### config.mk
export PLATFORM = sky130hd
export DESIGN_NAME = rv_decode
export DESIGN_NICKNAME = d
export VERILOG_FILES = /design/src/hdl/rv_decode_pkg.sv /design/src/hdl/rv_instr_if.sv /design/src/hdl/rv_instr_buffer.sv /design/src/hdl/rv_imm_gen.sv /design/src/hdl/rv_ctrl_decode.sv /design/src/hdl/rv_decode.sv
export VERILOG_INCLUDE_DIRS = /design/src /design/src/hdl
export SDC_FILE = /design/constraint.sdc
export NUM_CORES = 1
export LEC_CHECK = 0
export BUFFER_PORTS_ARGS = -buffer_cell sky130_fd_sc_hd__clkbuf_2
export CORE_MARGIN = 3
export CORE_UTILIZATION = 39
export CTS_CLUSTER_SIZE = 12
export DETAILED_ROUTE_END_ITERATION = 8
export GPL_ROUTABILITY_DRIVEN = 0
export MAX_ROUTING_LAYER = met4
export PLACE_DENSITY = 0.72
export SYNTH_ARGS = -nofsm -noshare
export SYNTH_HDL_FRONTEND = slang
export SYNTH_SLANG_ARGS = --single-unit
### constraint.sdc
create_clock -name i_clk -period 1.8 [get_ports i_clk]
set_input_delay 0.18 -clock i_clk [delete_from_list [all_inputs] [get_ports i_clk]]
set_output_delay 0.18 -clock i_clk [all_outputs]
set_load 0.02 [all_outputs]
### src/hdl/rv_decode_macros.svh
`ifndef RV_DECODE_MACROS_SVH
`define RV_DECODE_MACROS_SVH

`define RV_XLEN         32
`define RV_IADDR_BITS   16

// major opcodes, instruction bits 6..2
`define RV_OPC_LOAD     5'b00000
`define RV_OPC_OP_IMM   5'b00100
`define RV_OPC_AUIPC    5'b00101
`define RV_OPC_STORE    5'b01000
`define RV_OPC_OP       5'b01100
`define RV_OPC_LUI      5'b01101
`define RV_OPC_BRANCH   5'b11000
`define RV_OPC_JALR     5'b11001
`define RV_OPC_JAL      5'b11011
`define RV_OPC_SYSTEM   5'b11100
`define RV_OPC_DET      2'b11

`define RV_F3_JALR      3'b000
`define RV_F3_PRIV      3'b000
// low two funct3 bits of the csr group, upper two of slt/sltu
`define RV_F3L_CSRRW    2'b01
`define RV_F3L_CSRRS    2'b10
`define RV_F3L_CSRRC    2'b11
`define RV_F3H_SLT      2'b01

`endif

### src/hdl/rv_decode_pkg.sv
package rv_decode_pkg;

    typedef struct packed {
        logic [6:0] funct7;
        logic [4:0] rs2;
        logic [4:0] rs1;
        logic [2:0] funct3;
        logic [4:0] rd;
        logic [4:0] op;
        logic [1:0] op_det;
    } r_fmt_t;

    typedef struct packed {
        logic [11:0] imm_11_0;
        logic [4:0]  rs1;
        logic [2:0]  funct3;
        logic [4:0]  rd;
        logic [6:0]  opcode;
    } i_fmt_t;

    typedef struct packed {
        logic [6:0] imm_11_5;
        logic [4:0] rs2;
        logic [4:0] rs1;
        logic [2:0] funct3;
        logic [4:0] imm_4_0;
        logic [6:0] opcode;
    } s_fmt_t;

    // branch offset is scattered, bit 0 implied zero
    typedef struct packed {
        logic       imm_12;
        logic [5:0] imm_10_5;
        logic [4:0] rs2;
        logic [4:0] rs1;
        logic [2:0] funct3;
        logic [3:0] imm_4_1;
        logic       imm_11;
        logic [6:0] opcode;
    } b_fmt_t;

    typedef struct packed {
        logic [19:0] imm_31_12;
        logic [4:0]  rd;
        logic [6:0]  opcode;
    } u_fmt_t;

    typedef struct packed {
        logic       imm_20;
        logic [9:0] imm_10_1;
        logic       imm_11;
        logic [7:0] imm_19_12;
        logic [4:0] rd;
        logic [6:0] opcode;
    } j_fmt_t;

    typedef union packed {
        r_fmt_t r;
        i_fmt_t i;
        s_fmt_t s;
        b_fmt_t b;
        u_fmt_t u;
        j_fmt_t j;
    } instr_u;

    typedef struct packed {
        logic add_override;
        logic op2_inverse;
        logic sh_ar;
    } alu_ctrl_t;

    typedef struct packed {
        logic memory;
        logic pc_next;
        logic alu;
    } res_src_t;

endpackage

### src/hdl/rv_instr_if.sv
`include "rv_decode_macros.svh"

interface rv_instr_if;

    rv_decode_pkg::instr_u          instr;
    logic [`RV_IADDR_BITS-1:1]      pc;
    logic [`RV_IADDR_BITS-1:1]      pc_next;
    logic                           valid;

    modport producer
    (
        output instr, pc, pc_next, valid
    );

    modport consumer
    (
        input  instr, pc, pc_next, valid
    );

endinterface

### src/hdl/rv_instr_buffer.sv
`include "rv_decode_macros.svh"

module rv_instr_buffer
(
    input  logic                        i_clk,
    input  logic                        i_rst_n,
    input  logic                        i_stall,
    input  logic                        i_flush,
    input  logic                        i_ready,
    input  logic [`RV_XLEN-1:0]         i_instruction,
    input  logic [`RV_IADDR_BITS-1:1]   i_pc,
    input  logic [`RV_IADDR_BITS-1:1]   i_pc_next,
    rv_instr_if.producer                o_instr
);

    logic [`RV_XLEN-1:0] instr_gated;

    // zero word when not ready, it carries no full-length marker
    assign instr_gated = i_ready ? i_instruction : '0;

    always_ff @(posedge i_clk or negedge i_rst_n)
    begin
        if (!i_rst_n)
        begin
            o_instr.instr   <= '0;
            o_instr.valid   <= 1'b0;
            o_instr.pc      <= '0;
            o_instr.pc_next <= '0;
        end
        else if (i_flush)
        begin
            // pcs keep their old value
            o_instr.instr   <= '0;
            o_instr.valid   <= 1'b0;
        end
        else if (!i_stall)
        begin
            o_instr.instr   <= instr_gated;
            o_instr.valid   <= i_ready;
            o_instr.pc      <= i_pc;
            o_instr.pc_next <= i_pc_next;
        end
    end

    a_flush_clears_valid: assert property (
        @(posedge i_clk) disable iff (!i_rst_n)
        i_flush |=> !o_instr.valid
    );

    a_stall_holds: assert property (
        @(posedge i_clk) disable iff (!i_rst_n)
        (i_stall && !i_flush) |=> ($stable(o_instr.instr) && $stable(o_instr.pc))
    );

endmodule

### src/hdl/rv_imm_gen.sv
`include "rv_decode_macros.svh"

module rv_imm_gen
(
    rv_instr_if.consumer            i_instr,
    output logic [`RV_XLEN-1:0]     o_imm
);

    logic [4:0]             op;
    logic                   is_u;
    logic                   is_j;
    logic                   is_s;
    logic                   is_b;
    logic [`RV_XLEN-1:0]    imm_i;
    logic [`RV_XLEN-1:0]    imm_s;
    logic [`RV_XLEN-1:0]    imm_b;
    logic [`RV_XLEN-1:0]    imm_u;
    logic [`RV_XLEN-1:0]    imm_j;

    assign op = i_instr.instr.r.op;

    assign imm_i = {{(`RV_XLEN-12){i_instr.instr.i.imm_11_0[11]}}, i_instr.instr.i.imm_11_0};
    assign imm_s = {{(`RV_XLEN-12){i_instr.instr.s.imm_11_5[6]}},
                    i_instr.instr.s.imm_11_5, i_instr.instr.s.imm_4_0};
    assign imm_b = {{(`RV_XLEN-13){i_instr.instr.b.imm_12}}, i_instr.instr.b.imm_12,
                    i_instr.instr.b.imm_11, i_instr.instr.b.imm_10_5,
                    i_instr.instr.b.imm_4_1, 1'b0};
    assign imm_u = {i_instr.instr.u.imm_31_12, {(`RV_XLEN-20){1'b0}}};
    assign imm_j = {{(`RV_XLEN-21){i_instr.instr.j.imm_20}}, i_instr.instr.j.imm_20,
                    i_instr.instr.j.imm_19_12, i_instr.instr.j.imm_11,
                    i_instr.instr.j.imm_10_1, 1'b0};

    assign is_u = (op == `RV_OPC_LUI) || (op == `RV_OPC_AUIPC);
    assign is_j = (op == `RV_OPC_JAL);
    assign is_s = (op == `RV_OPC_STORE);
    assign is_b = (op == `RV_OPC_BRANCH);

    // loads, op-imm, jalr and system all use the I form
    assign o_imm = is_u ? imm_u :
                   is_j ? imm_j :
                   is_s ? imm_s :
                   is_b ? imm_b :
                          imm_i;

    a_imm_even: assert final (i_instr.valid !== 1'b1 || !(is_b || is_j) || !o_imm[0]);

endmodule

### src/hdl/rv_ctrl_decode.sv
`include "rv_decode_macros.svh"

module rv_ctrl_decode
(
    rv_instr_if.consumer                i_instr,
    output logic [4:0]                  o_rs1,
    output logic [4:0]                  o_rs2,
    output logic [4:0]                  o_rd,
    output logic [2:0]                  o_funct3,
    output rv_decode_pkg::alu_ctrl_t    o_alu_ctrl,
    output rv_decode_pkg::res_src_t     o_res_src,
    output logic                        o_reg_write,
    output logic                        o_op1_src,
    output logic                        o_op2_src,
    output logic [11:0]                 o_csr_idx,
    output logic [4:0]                  o_csr_imm,
    output logic                        o_csr_write,
    output logic                        o_csr_set,
    output logic                        o_csr_clear,
    output logic                        o_csr_read,
    output logic                        o_csr_ebreak,
    output logic                        o_inst_mret,
    output logic                        o_inst_jalr,
    output logic                        o_inst_jal,
    output logic                        o_inst_branch,
    output logic                        o_inst_store,
    output logic                        o_inst_supported
);

    logic [4:0] op;
    logic [2:0] funct3;
    logic [6:0] funct7;
    logic [4:0] rs2;
    logic       inst_full;
    logic       grp_load, grp_ari, grp_store, grp_reg, grp_arr, grp_branch, grp_sys;
    logic       inst_auipc, inst_lui, op_jalr, inst_jalr, inst_jal;
    logic       grp_trap, inst_ecall, inst_ebreak, inst_mret, inst_csr;
    logic       alu_add, alu_inv, inv_off, op2_reg, res_mem, res_pc_next;

    assign op        = i_instr.instr.r.op;
    assign funct3    = i_instr.instr.r.funct3;
    assign funct7    = i_instr.instr.r.funct7;
    assign rs2       = i_instr.instr.r.rs2;
    assign inst_full = (i_instr.instr.r.op_det == `RV_OPC_DET);

    assign grp_load   = inst_full && (op == `RV_OPC_LOAD);
    assign grp_ari    = inst_full && (op == `RV_OPC_OP_IMM);
    assign grp_store  = inst_full && (op == `RV_OPC_STORE);
    assign grp_reg    = inst_full && (op == `RV_OPC_OP);
    assign grp_branch = inst_full && (op == `RV_OPC_BRANCH);
    assign grp_sys    = inst_full && (op == `RV_OPC_SYSTEM);
    assign inst_auipc = inst_full && (op == `RV_OPC_AUIPC);
    assign inst_lui   = inst_full && (op == `RV_OPC_LUI);
    assign inst_jal   = inst_full && (op == `RV_OPC_JAL);
    assign op_jalr    = inst_full && (op == `RV_OPC_JALR);
    assign inst_jalr  = op_jalr && (funct3 == `RV_F3_JALR);
    // funct7 bit 0 set means mul/div
    assign grp_arr    = grp_reg && !funct7[0];

    // ecall, ebreak and mret share funct3 zero
    assign grp_trap    = grp_sys && (funct3 == `RV_F3_PRIV);
    assign inst_csr    = grp_sys && (funct3 != `RV_F3_PRIV);
    assign inst_ecall  = grp_trap && !funct7[3] && !rs2[0];
    assign inst_ebreak = grp_trap && !funct7[3] && rs2[0];
    assign inst_mret   = grp_trap && funct7[4] && (rs2[2:1] == 2'b01);

    // address calculation and upper-immediate paths force an add
    assign alu_add = grp_load || grp_store || inst_auipc || inst_lui || inst_jal;
    assign alu_inv = grp_branch ||
                     (grp_ari && (funct3[2:1] == `RV_F3H_SLT)) ||
                     (grp_arr && (funct3[2:1] == `RV_F3H_SLT));
    assign inv_off = alu_add || grp_ari;

    assign o_alu_ctrl.add_override = alu_add;
    assign o_alu_ctrl.op2_inverse  = alu_inv ? 1'b1 :
                                     inv_off ? 1'b0 :
                                               inst_full && funct7[5];
    assign o_alu_ctrl.sh_ar        = inst_full && funct7[5];

    assign res_mem     = grp_load;
    assign res_pc_next = op_jalr || inst_jal;
    assign op2_reg     = (op == `RV_OPC_OP) || (op == `RV_OPC_BRANCH);

    assign o_res_src.memory  = res_mem;
    assign o_res_src.pc_next = res_pc_next;
    assign o_res_src.alu     = inst_full && !(res_mem || res_pc_next);

    assign o_reg_write = inst_full && !(op == `RV_OPC_STORE) && !(op == `RV_OPC_BRANCH);
    assign o_op1_src   = inst_auipc || inst_jal;
    assign o_op2_src   = inst_full && !op2_reg;

    assign o_rd     = i_instr.instr.r.rd;
    assign o_rs1    = inst_lui ? 5'd0 : i_instr.instr.r.rs1;
    assign o_rs2    = rs2;
    assign o_funct3 = funct3;

    assign o_csr_idx    = {funct7, rs2};
    assign o_csr_imm    = i_instr.instr.r.rs1;
    assign o_csr_write  = grp_sys && (funct3[1:0] == `RV_F3L_CSRRW);
    assign o_csr_set    = grp_sys && (funct3[1:0] == `RV_F3L_CSRRS);
    assign o_csr_clear  = grp_sys && (funct3[1:0] == `RV_F3L_CSRRC);
    assign o_csr_read   = inst_csr;
    assign o_csr_ebreak = inst_ebreak;

    assign o_inst_mret   = inst_mret;
    assign o_inst_jalr   = op_jalr;
    assign o_inst_jal    = inst_jal;
    assign o_inst_branch = grp_branch;
    assign o_inst_store  = grp_store;

    // an empty slot never raises an illegal-instruction trap
    assign o_inst_supported = !i_instr.valid ||
                              grp_load || grp_ari || inst_auipc || grp_store ||
                              grp_arr || inst_lui || grp_branch || inst_jalr ||
                              inst_jal || inst_ecall || inst_ebreak || inst_mret ||
                              inst_csr;

    a_res_onehot: assert final (inst_full !== 1'b1 || $onehot(o_res_src));

endmodule

### src/hdl/rv_decode.sv
`include "rv_decode_macros.svh"

module rv_decode
(
    input  logic                        i_clk,
    input  logic                        i_rst_n,
    input  logic                        i_stall,
    input  logic                        i_flush,
    input  logic                        i_ready,
    input  logic [`RV_XLEN-1:0]         i_instruction,
    input  logic [`RV_IADDR_BITS-1:1]   i_pc,
    input  logic [`RV_IADDR_BITS-1:1]   i_pc_next,
    output logic [`RV_IADDR_BITS-1:1]   o_pc,
    output logic [`RV_IADDR_BITS-1:1]   o_pc_next,
    output logic [4:0]                  o_rs1,
    output logic [4:0]                  o_rs2,
    output logic [4:0]                  o_rd,
    output logic [`RV_XLEN-1:0]         o_imm,
    output logic [2:0]                  o_funct3,
    output logic                        o_alu_add,
    output logic                        o_alu_op2_inv,
    output logic                        o_alu_sh_ar,
    output logic                        o_res_mem,
    output logic                        o_res_pc_next,
    output logic                        o_res_alu,
    output logic                        o_reg_write,
    output logic                        o_op1_src,
    output logic                        o_op2_src,
    output logic [11:0]                 o_csr_idx,
    output logic [4:0]                  o_csr_imm,
    output logic                        o_csr_write,
    output logic                        o_csr_set,
    output logic                        o_csr_clear,
    output logic                        o_csr_read,
    output logic                        o_csr_ebreak,
    output logic                        o_inst_mret,
    output logic                        o_inst_jalr,
    output logic                        o_inst_jal,
    output logic                        o_inst_branch,
    output logic                        o_inst_store,
    output logic                        o_inst_supported
);

    rv_decode_pkg::alu_ctrl_t   alu_ctrl;
    rv_decode_pkg::res_src_t    res_src;

    rv_instr_if u_instr_if ();

    rv_instr_buffer u_buffer
    (
        .i_clk          (i_clk),
        .i_rst_n        (i_rst_n),
        .i_stall        (i_stall),
        .i_flush        (i_flush),
        .i_ready        (i_ready),
        .i_instruction  (i_instruction),
        .i_pc           (i_pc),
        .i_pc_next      (i_pc_next),
        .o_instr        (u_instr_if.producer)
    );

    rv_imm_gen u_imm_gen
    (
        .i_instr        (u_instr_if.consumer),
        .o_imm          (o_imm)
    );

    rv_ctrl_decode u_ctrl
    (
        .i_instr            (u_instr_if.consumer),
        .o_rs1              (o_rs1),
        .o_rs2              (o_rs2),
        .o_rd               (o_rd),
        .o_funct3           (o_funct3),
        .o_alu_ctrl         (alu_ctrl),
        .o_res_src          (res_src),
        .o_reg_write        (o_reg_write),
        .o_op1_src          (o_op1_src),
        .o_op2_src          (o_op2_src),
        .o_csr_idx          (o_csr_idx),
        .o_csr_imm          (o_csr_imm),
        .o_csr_write        (o_csr_write),
        .o_csr_set          (o_csr_set),
        .o_csr_clear        (o_csr_clear),
        .o_csr_read         (o_csr_read),
        .o_csr_ebreak       (o_csr_ebreak),
        .o_inst_mret        (o_inst_mret),
        .o_inst_jalr        (o_inst_jalr),
        .o_inst_jal         (o_inst_jal),
        .o_inst_branch      (o_inst_branch),
        .o_inst_store       (o_inst_store),
        .o_inst_supported   (o_inst_supported)
    );

    assign o_pc          = u_instr_if.pc;
    assign o_pc_next     = u_instr_if.pc_next;
    assign o_alu_add     = alu_ctrl.add_override;
    assign o_alu_op2_inv = alu_ctrl.op2_inverse;
    assign o_alu_sh_ar   = alu_ctrl.sh_ar;
    assign o_res_mem     = res_src.memory;
    assign o_res_pc_next = res_src.pc_next;
    assign o_res_alu     = res_src.alu;

endmodule

### Yosys cells after proc, flatten, opt, wreduce, memory -nomap -nowiden

Index checks and enable logic that the tools add are counted.

| cells by class | value |
|---|---|
| equality and inequality tests | 16 |
| muxes and demuxes | 12 |
| bitwise logic cells | 2 |
| reduce and logical (&&, ||, !) cells | 66 |

Operators with widths:

| cell | count |
|---|---|
| $mux 32 | 3 |
| $mux 31 | 1 |
| $logic_and 1x1->1 | 29 |
| $logic_or 1x1->1 | 25 |
| $mux 12 | 2 |
| $eq 5x5->1 const B | 4 |
| $mux 20 | 1 |
| $eq 5x4->1 const B | 3 |
| $eq 5x3->1 const B | 2 |
| $logic_not 1->1 | 8 |
| $eq 2x1->1 const B | 3 |
| $eq 2x2->1 const B | 3 |
| $logic_not 5->1 | 1 |
| $mux 5 | 1 |
| $mux 1 | 4 |
| $logic_not 3->1 | 1 |
| $reduce_bool 3->1 | 1 |
| $ne 2x1->1 const B | 1 |
| $not 1->1 | 2 |
| $reduce_and 2->1 | 1 |

| storage, ports and cells | value |
|---|---|
| register bits after elaboration | 63 |
| bits of input ports | 67 |
| output and inout port bits | 117 |
| word-level logic and storage cells | 100 |

### Depth between registers and ports, before layout

Gate-level depths: netlist of run 1.

| depth | value |
|---|---|
| word-level depth | 15 |
| gate-level depth with buffers | 7 |
| mapped depth without buffers | 4 |

### By module

Synthesis of run 1 repeated with hierarchy kept, for this count alone.

| second synthesis, totals | value |
|---|---|
| cell total of the unflattened synthesis | 322 |
| area, all modules | 3565.9 um^2 |

Modules (own cells, without submodules):

| module | times used | cells each | area each (um^2) | seq. area each (um^2) |
|---|---|---|---|---|
| rv_instr_buffer | 1 | 145 | 2468.6 | 1576.5 |
| rv_ctrl_decode | 1 | 106 | 649.4 | 0.0 |
| rv_imm_gen | 1 | 71 | 447.9 | 0.0 |

### Worst setup path after synthesis of run 1

No wires, ideal clock.

| timing path | value |
|---|---|
| path kind | register to output |
| start | register u_buffer.o_instr.instr[2] |
| end | output port o_imm[11] |
| arrival time | 1.785 ns |
| required time | 1.620 ns |
| path slack | -0.165 ns |
| cell stages (with the launch flop) | 6 |
| buffers on the path | 1 |
| cells stage by stage | dfrtp_1 > buf_2 > nor4b_4 > nand2_1 > mux2i_1 > a211oi_1 |

| between the ends | value |
|---|---|
| word-level cells in the longest chain between the ends | 5 |
| elaborated cells on any way between the ends | 10 |
| those cells by class | 5 x eq/ne; 4 x mux; 1 x reduce/logical |

RTL lines:

| item | line | text |
|---|---|---|
| start: declaration | rv_instr_if.sv:12 | `output instr, pc, pc_next, valid` |
| start signal: assignment | rv_instr_buffer.sv:38 | `o_instr.instr <= instr_gated;` |
| $eq 5x5->1 (no line) | - |  |
| $mux 12 | rv_imm_gen.sv:42 | `is_b ? imm_b :` |
| $mux 12 | rv_imm_gen.sv:41 | `is_s ? imm_s :` |
| $mux 20 | rv_imm_gen.sv:40 | `is_j ? imm_j :` |
| $mux 31 * | rv_imm_gen.sv:39 | `assign o_imm = is_u ? imm_u :` |
| end: declaration | rv_decode.sv:18 | `` output logic [`RV_XLEN-1:0] o_imm, `` |

Every way passes the cells marked *; elsewhere a longest branch is shown, timed or not.

### Final worst setup path of run 1

| timing path | value |
|---|---|
| start | register u_buffer.o_instr.instr[2] |
| end | output port o_imm[0] |

Same word-level chain as after synthesis.

==> metrics.log, run 1 <==
INFO  metric status = finished with violations
INFO  metric violations_in_the_final_reports = setup timing
INFO  metric power.total = ~0.0039 W
INFO  metric synth_seq_area_share = 0.486
INFO  metric grt_start_max_net_pins = 64
INFO  metric postRouteAntennaNets = 0
INFO  metric r2r_cells = 4
INFO  metric critical_path_peak_fanout = 6
INFO  metric tritoncts.num_buffers = 9
INFO  metric layout_worst_path_cycle_share = 1.16
INFO  metric drt_drc_violations_left = 0
INFO  metric sequentialPowerShare = 0.421
INFO  metric crit_path_top_delay_cell = dfrtp_1
INFO  metric worst_hold_path_type = in -> reg
INFO  metric cts_max_level = 3
INFO  metric post_synth_num_cell_types = 41
INFO  metric via_count = 3164
INFO  metric grt_pass1_wl = 16500 um
INFO  metric power.density_cell_area = 731 mW/mm2
INFO  metric rsz0062_at_grt = true
INFO  metric timing.final.crit_period = between 2 and 2.5 ns
INFO  metric cpMostUsedCell = buf_4
INFO  metric netSwitchingFraction = 0.299
INFO  metric rows = 32
INFO  metric setup.worst_path.end = o_imm[0]
INFO  metric report.final.setup_viol = 48
INFO  metric synthToLayoutAreaGrowth = 63.2%
INFO  metric antenna_cells = 0
INFO  metric synth_nets = roughly 370
INFO  metric static_leakage = between 2 and 3 nW
INFO  metric max-cap-violations = 0
INFO  metric timing.final.max_slew_violations = 0
INFO  metric worst-endpoint-arrival = 1.91 ns
INFO  metric multi_input_comb_area = approximately 0.0016 mm2
INFO  metric gr-usage-all-layers = 0.225
INFO  metric grt_remaining_overflow = 0
INFO  metric drt_pre_antenna_iters = 5
INFO  metric cts_max_path_buffers = 2
INFO  metric clk_latency = about 0.34 ns
INFO  metric synthesis.area = about 0.0032 mm2
INFO  metric finalWirelength = approximately 11000 um
INFO  metric timing.setup.critical_path_class = reg -> out
INFO  metric cp_startpoint_kind = flop
INFO  metric tritoncts_sink_count = 63
INFO  metric timing.critical_path.to_type = output pin
INFO  metric worst_r2r_startpoint = u_buffer.o_instr.instr[6]
INFO  metric power.net_switching = about 0.0012 W
INFO  metric worst_ep_required_time = around 1.6 ns
INFO  metric finClkSkew = 0 ns
INFO  metric synth-seq-cells = 63
INFO  metric routed_via_density = between 5 and 6
INFO  metric setup.reg_to_reg.worst_slack = roughly 0.7 ns
INFO  metric drive_gt1_frac = 0.683
INFO  metric worst_ir_drop_vdd = between 0.5 and 0.6 mV
INFO  metric placement.io_buffers = ~180
INFO  metric crit_chain = buf_4 > nor4b_4 > buf_4 > nand3b_1 > a21oi_1 > clkbuf_2
INFO  metric yosysWarnings = 0
INFO  metric grt_antenna_before_repair = 0
INFO  metric reg2reg_to = u_buffer.o_instr.instr[6]
INFO  metric register_clock_pin_slew_on_the_reported_worst_setup_and_hold_paths = approximately 0.080 ns
INFO  metric drt_iter0_drc = between 90 and 100
INFO  metric power_frac_comb = 0.226
INFO  metric final_net_count = approximately 570
INFO  metric synth_area_per_inst = 10.6 um2
INFO  metric worst_setup_path_startpoint = u_buffer.o_instr.instr[2]
INFO  metric cpPeakStageDelay = about 0.43 ns
INFO  metric maxClockFrequency = roughly 480 MHz
INFO  metric power.internal = about 0.0027 W
INFO  metric storage_element_area = around 0.0016 mm2
INFO  metric fill_cells = around 600
INFO  metric worst_slew_margin_rel = 0.726
INFO  metric boundaryPins = 184
INFO  metric p_clk_frac = 0.353
INFO  metric hold_violations = 0
INFO  metric hpwl = 7450 um
INFO  metric die_h = roughly 97 um
INFO  metric drt-wirelength-per-cell = roughly 18 um
INFO  metric first_global_vias = around 3200
INFO  metric fin_hold_ws = ~0.056 ns
INFO  metric cts_tree = done
INFO  metric tightest_slew = approximately 0.41 ns
INFO  metric starting_density_of_the_core = 0.412
INFO  metric cts_root_buffer = clkbuf_8
INFO  metric die_width = approximately 97 um
INFO  metric synth_cells = just over 300
INFO  metric core_area = approximately 0.0079 mm2
INFO  metric layout_setup_ws = -0.293 ns
INFO  metric die_outline_area = roughly 0.0095 mm2
## cell families after synthesis
kind of cell | Yosys count | share of synthesized area
xor gates and xnor gates | 1 | 0.00270
muxes | 32 | 0.111
AOI/OAI and AO/OA | 55 | 0.134
buffers and inverters | 55 | 0.104
and+or+nand+nor | 99 | 0.163
DFF | 63 | 0.486
## layout make-up
cell class / instances / area share
clock buffer: 9 / 0.0234
inverter: 1 / 0.000708
clock inverter: 7 / 0.0184
timing repair buffer: 243 / 0.328
sequential: 63 / 0.298
tap: 102 / 0.0241
multi-input combinational: 188 / 0.307
## metal layers
layer	share of wire	vias to the layer above	global-route usage
met5	0	-	-
met3	0.066	19	0.0589
li1	-	1443	-
met4	0.017	0	0.0714
met1	0.38	1565	0.256
met2	0.53	137	0.390
## repair_timing
item / 4_1_cts / 5_1_grt
setup endpoints to repair: 50 / 53
hold buffers: 1 / 0
resized for setup: 77 / 122
setup buffers: 15 / 11
gates cloned: 1 / 2
pin swaps: 14 / 20
endpoints found under the hold margin: 63 / 0
## how the worst min path moves through the flow
stage                      start  depth (start not counted)                          to  slack [ns]
5_1_grt        i_instruction[23]                          2  u_buffer.o_instr.instr[23]        0.04
4_1_cts         i_instruction[1]                          2   u_buffer.o_instr.instr[1]        0.04
6_report        i_instruction[1]                          2   u_buffer.o_instr.instr[1]        0.06
3_5_place_dp             i_rst_n                          2     u_buffer.o_instr.pc[12]        0.22
3_3_place_gp             i_rst_n                          2     u_buffer.o_instr.pc[14]        0.22
2_1_floorplan            i_rst_n                          0   u_buffer.o_instr.instr[0]       -0.12
## sequential cells by signal, summed over array words and instances (netlist names)
name	count
u_buffer.o_instr.instr	32
u_buffer.o_instr.pc	15
u_buffer.o_instr.pc_next	15
u_buffer.o_instr.valid	1
## power groups by stage
stage | clock, W | combinational (W) | sequential [W]
after floorplan | 0 | 0.000339 | 0.00177
after global placement | 0 | 0.000764 | 0.00165
after detailed placement | 0 | 0.000777 | 0.00165
after CTS | 0.00139 | 0.000825 | 0.00163
after global routing | 0.00146 | 0.000933 | 0.00165
final | 0.00137 | 0.000875 | 0.00163
## cells in the mapped netlist, drive strengths merged
| library cell | number | area share |
|---|---|---|
| a211oi | 1 | 0.0023 |
| a21o | 9 | 0.021 |
| a21oi | 7 | 0.012 |
| a22o | 32 | 0.086 |
| a31oi | 2 | 0.0039 |
| and2 | 1 | 0.0019 |
| and3 | 2 | 0.0039 |
| and4bb | 1 | 0.0039 |
| buf | 42 | 0.089 |
| clkbuf | 12 | 0.014 |
| dfrtp | 63 | 0.49 |
| inv | 1 | 0.0012 |
| mux2 | 31 | 0.11 |
| mux2i | 1 | 0.0031 |
| nand2 | 38 | 0.044 |
| nand2b | 4 | 0.0085 |
| nand3 | 8 | 0.012 |
| nand3b | 3 | 0.0069 |
| nor2 | 13 | 0.015 |
| nor2b | 13 | 0.025 |
| nor3 | 4 | 0.0077 |
| nor3b | 2 | 0.0046 |
| nor4 | 4 | 0.0096 |
| nor4b | 1 | 0.0073 |
| o211ai | 1 | 0.0023 |
| o21a | 1 | 0.0023 |
| o21ai | 1 | 0.0015 |
| o22a | 1 | 0.0027 |
| or2 | 1 | 0.0019 |
| or3 | 1 | 0.0019 |
| or3b | 1 | 0.0027 |
| or4 | 1 | 0.0023 |
| or4b | 1 | 0.0031 |
| xor2 | 1 | 0.0027 |
## layout by cell type (no fill, tap or decap), drive strengths merged, types with 2 or more instances in the layout
cell,instances
and3,2
clkbuf,156
buf,95
a21oi,7
a31oi,2
nand3,8
nand2,38
nor3,4
dfrtp,63
nor2b,13
a21o,9
clkinvlp,2
nor4,4
clkinv,3
bufinv,2
nand3b,3
a22o,32
mux2,31
nor3b,2
nor2,13
nand2b,5
## metrics by stage
step                      std cells  utilization  worst slack (ns)  cell area (um2)  setup TNS, ns
after floorplan                 305            -           0.00828             3260              0
after global placement          569        0.536            0.0367             4230              0
after detailed placement        569        0.536           -0.0287             4230         -0.165
after CTS                       602        0.618            -0.313             4880          -7.82
after global routing            613        0.672            -0.390             5300         -11.55
final                           613        0.672            -0.293             5300          -7.64
## critical path: cells and delay by family, from the launching register on
| kind | cells | cell delay [ns] |
|---|---|---|
| AND/OR/NAND/NOR | 2 | 0.38 |
| flip-flops | 1 | 0.43 |
| AO/OA/AOI/OAI | 1 | 0.20 |
| buffers and inverters | 3 | 0.58 |
Power figures use the tool's default switching activity.
==> run 2, diff against run 1 <==
ABC_CLOCK_PERIOD_IN_PS = 1800   (was not set)
SKIP_CTS_REPAIR_TIMING = 1   (was not set)
SLEW_MARGIN = 20   (was not set)
==> metrics.log, run 2 (same netlist as run 1, synthesis figures left out) <==
INFO  metric gr-usage-all-layers = 0.211 (was 0.225)
INFO  metric postRouteAntennaNets = 0 (unchanged)
INFO  metric violations_in_the_final_reports = setup timing (unchanged)
INFO  metric final_common_cell = clkbuf_2 (unchanged)
INFO  metric starting_density_of_the_core = 0.412 (unchanged)
INFO  metric drive_gt1_frac = 0.646 (was 0.683)
INFO  metric routed_via_density = 5.10 (was 5.16)
INFO  metric worst_hold_path_type = in -> reg (unchanged)
INFO  metric drt_drc_violations_left = 0 (unchanged)
INFO  metric timing.critical_path.to_type = output pin (unchanged)
INFO  metric finalWirelength = 10600 um (was 11200 um)
INFO  metric tritoncts_sink_count = 63 (unchanged)
INFO  metric drt_iter0_drc = 88 (was 92)
INFO  metric timing.final.crit_period = 2.11 ns (was 2.09 ns)
INFO  metric fin_hold_ws = 0.0576 ns (was 0.0559 ns)
INFO  metric grt_pass1_wl = 15500 um (was 16500 um)
INFO  metric largest_register = u_buffer.o_instr.instr (unchanged)
INFO  metric placement.io_buffers = 183 (unchanged)
INFO  metric layout_setup_ws = -0.306 ns (was -0.293 ns)
INFO  metric boundaryPins = 184 (unchanged)
INFO  metric die_h = 97.2 um (unchanged)
INFO  metric cts_root_buffer = clkbuf_8 (unchanged)
INFO  metric status = finished with violations (unchanged)
INFO  metric die_width = 97.2 um (unchanged)
INFO  metric static_leakage = 2.68 nW (was 2.81 nW)
INFO  metric critical_path_peak_fanout = 8 (was 6)
INFO  metric hold_violations = 0 (unchanged)
INFO  metric tritoncts.num_buffers = 9 (unchanged)
INFO  metric utilization = 0.632 (was 0.672)
INFO  metric storage_element_area = 0.00158 mm2 (unchanged)
INFO  metric power.density_cell_area = 768 mW/mm2 (was 731 mW/mm2)
INFO  metric drt_pre_antenna_iters = 4 (was 5)
INFO  metric layout_worst_path_cycle_share = 1.17 (was 1.16)
INFO  metric cts_max_level = 3 (unchanged)
INFO  metric worst_slew_margin_rel = 0.733 (was 0.726)
INFO  metric via_count = 3070 (was 3164)
INFO  metric grt_start_max_net_pins = 64 (unchanged)
INFO  metric maxClockFrequency = 475 MHz (was 478 MHz)
INFO  metric die_outline_area = 0.00946 mm2 (unchanged)
INFO  metric reg.largest.list = u_buffer.o_instr.instr (32), u_buffer.o_instr.pc (15), u_buffer.o_instr.pc_next (15) (unchanged)
INFO  metric max-cap-violations = 0 (unchanged)
INFO  metric rows = 32 (unchanged)
INFO  metric report.final.setup_viol = 46 (was 48)
INFO  metric worst_ep_required_time = 1.62 ns (about the same)
INFO  metric clk_latency = 0.33 ns (was 0.34 ns)
INFO  metric synthToLayoutAreaGrowth = 53.6% (was 63.2%)
INFO  metric worst-endpoint-arrival = 1.93 ns (was 1.91 ns)
INFO  metric rsz0062_at_grt = true (unchanged)
INFO  metric grt_antenna_before_repair = 0 (unchanged)
INFO  metric largest_register_ffs = 32 (unchanged)
INFO  metric hpwl = 7450 um (unchanged)
INFO  metric dp_worst_setup_slack = -0.0287 ns (unchanged)
INFO  metric power.total = 0.00383 W (was 0.00387 W)
INFO  metric cts_max_path_buffers = 2 (unchanged)
INFO  metric tightest_slew = 0.401 ns (was 0.411 ns)
INFO  metric finClkSkew = 0 ns (unchanged)
INFO  metric first_global_vias = 3024 (was 3202)
INFO  metric worst_ir_drop_vdd = 0.551 mV (was 0.590 mV)
INFO  metric timing.final.max_slew_violations = 0 (unchanged)
INFO  metric register_clock_pin_slew_on_the_reported_worst_setup_and_hold_paths = 0.08 ns (about the same)
INFO  metric cp_startpoint_kind = flop (unchanged)
INFO  metric layout.cells.most_common_list = 142 x clkbuf_2, 61 x dfrtp_1, 48 x buf_4 (was 138 x clkbuf_2, 61 x dfrtp_1, 44 x buf_4)
INFO  metric grt_remaining_overflow = 0 (unchanged)
INFO  metric antenna_cells = 0 (unchanged)
INFO  metric core_area = 0.00789 mm2 (unchanged)
INFO  metric multi_input_comb_area = 0.00155 mm2 (was 0.00163 mm2)
INFO  metric drt-wirelength-per-cell = 17.6 um (was 18.2 um)
INFO  metric fill_cells = 661 (was 604)
INFO  metric final_net_count = 562 (was 573)
INFO  metric timing.setup.critical_path_class = reg -> out (unchanged)
INFO  metric cts_tree = done (unchanged)
## run 2: cell types whose count changed in the layout (fill, tap and decap cells not counted), sizes merged
cell    previous run  this run
clkbuf           156       153
buf               95        87
## run 2: final timing paths
kind | startpoint | end | slack (ns) | cells after the start
min | i_instruction[1] | u_buffer.o_instr.instr[1] | 0.06 | 2
max reg2reg | u_buffer.o_instr.instr[2] | u_buffer.o_instr.instr[2] | 0.84 | 2
max | u_buffer.o_instr.instr[2] | o_alu_op2_inv | -0.31 | 6
min in group asynchronous | i_rst_n | u_buffer.o_instr.pc[12] | 0.39 | 3
max in group asynchronous | i_rst_n | u_buffer.o_instr.instr[3] | 1.14 | 3
min reg2reg | u_buffer.o_instr.pc[13] | u_buffer.o_instr.pc[13] | 0.51 | 1
## run 2: power by group
group | internal, W | switching, W | total [W]
Sequential | 0.00154 | 0.0000883 | 0.00163
Clock | 0.000781 | 0.000580 | 0.00136
Combinational | 0.000369 | 0.000471 | 0.000839
## run 2: per-stage QoR
step,std cells,instance area (um2),setup TNS [ns]
6_report,602,4990,-5.95
5_1_grt,602,4990,-10.13
4_1_cts,585,4450,-9.90
3_5_place_dp,569,4230,-0.165
3_3_place_gp,569,4230,0
2_1_floorplan,305,3260,0
## run 2: critical path: stages, from the launching register on
cell	delay, ns
dfrtp_1	0.42
buf_4	0.19
nor2_2	0.13
nand3_1	0.10
or3b_1	0.40
a31oi_1	0.18
buf_4	0.18
## run 2: cell type report
| cell class | count | share of cell area |
|---|---|---|
| Tap cell | 102 | 0.0256 |
| Timing Repair Buffer | 232 | 0.303 |
| Inverter | 1 | 0.000752 |
| Clock buffer | 9 | 0.0248 |
| Clock inverter | 7 | 0.0196 |
| Sequential cell | 63 | 0.317 |
| Multi-Input combinational cell | 188 | 0.310 |
## run 2: routing by layer
metal | GRT usage | vias up | part of all wire | wire length [um]
li1 | - | 1424 | - | -
met1 | 0.245 | 1517 | 0.39 | 4170
met2 | 0.365 | 121 | 0.53 | 5650
met3 | 0.0574 | 8 | 0.064 | 676
met4 | 0.0511 | 0 | 0.011 | 121
met5 | - | - | 0 | 0
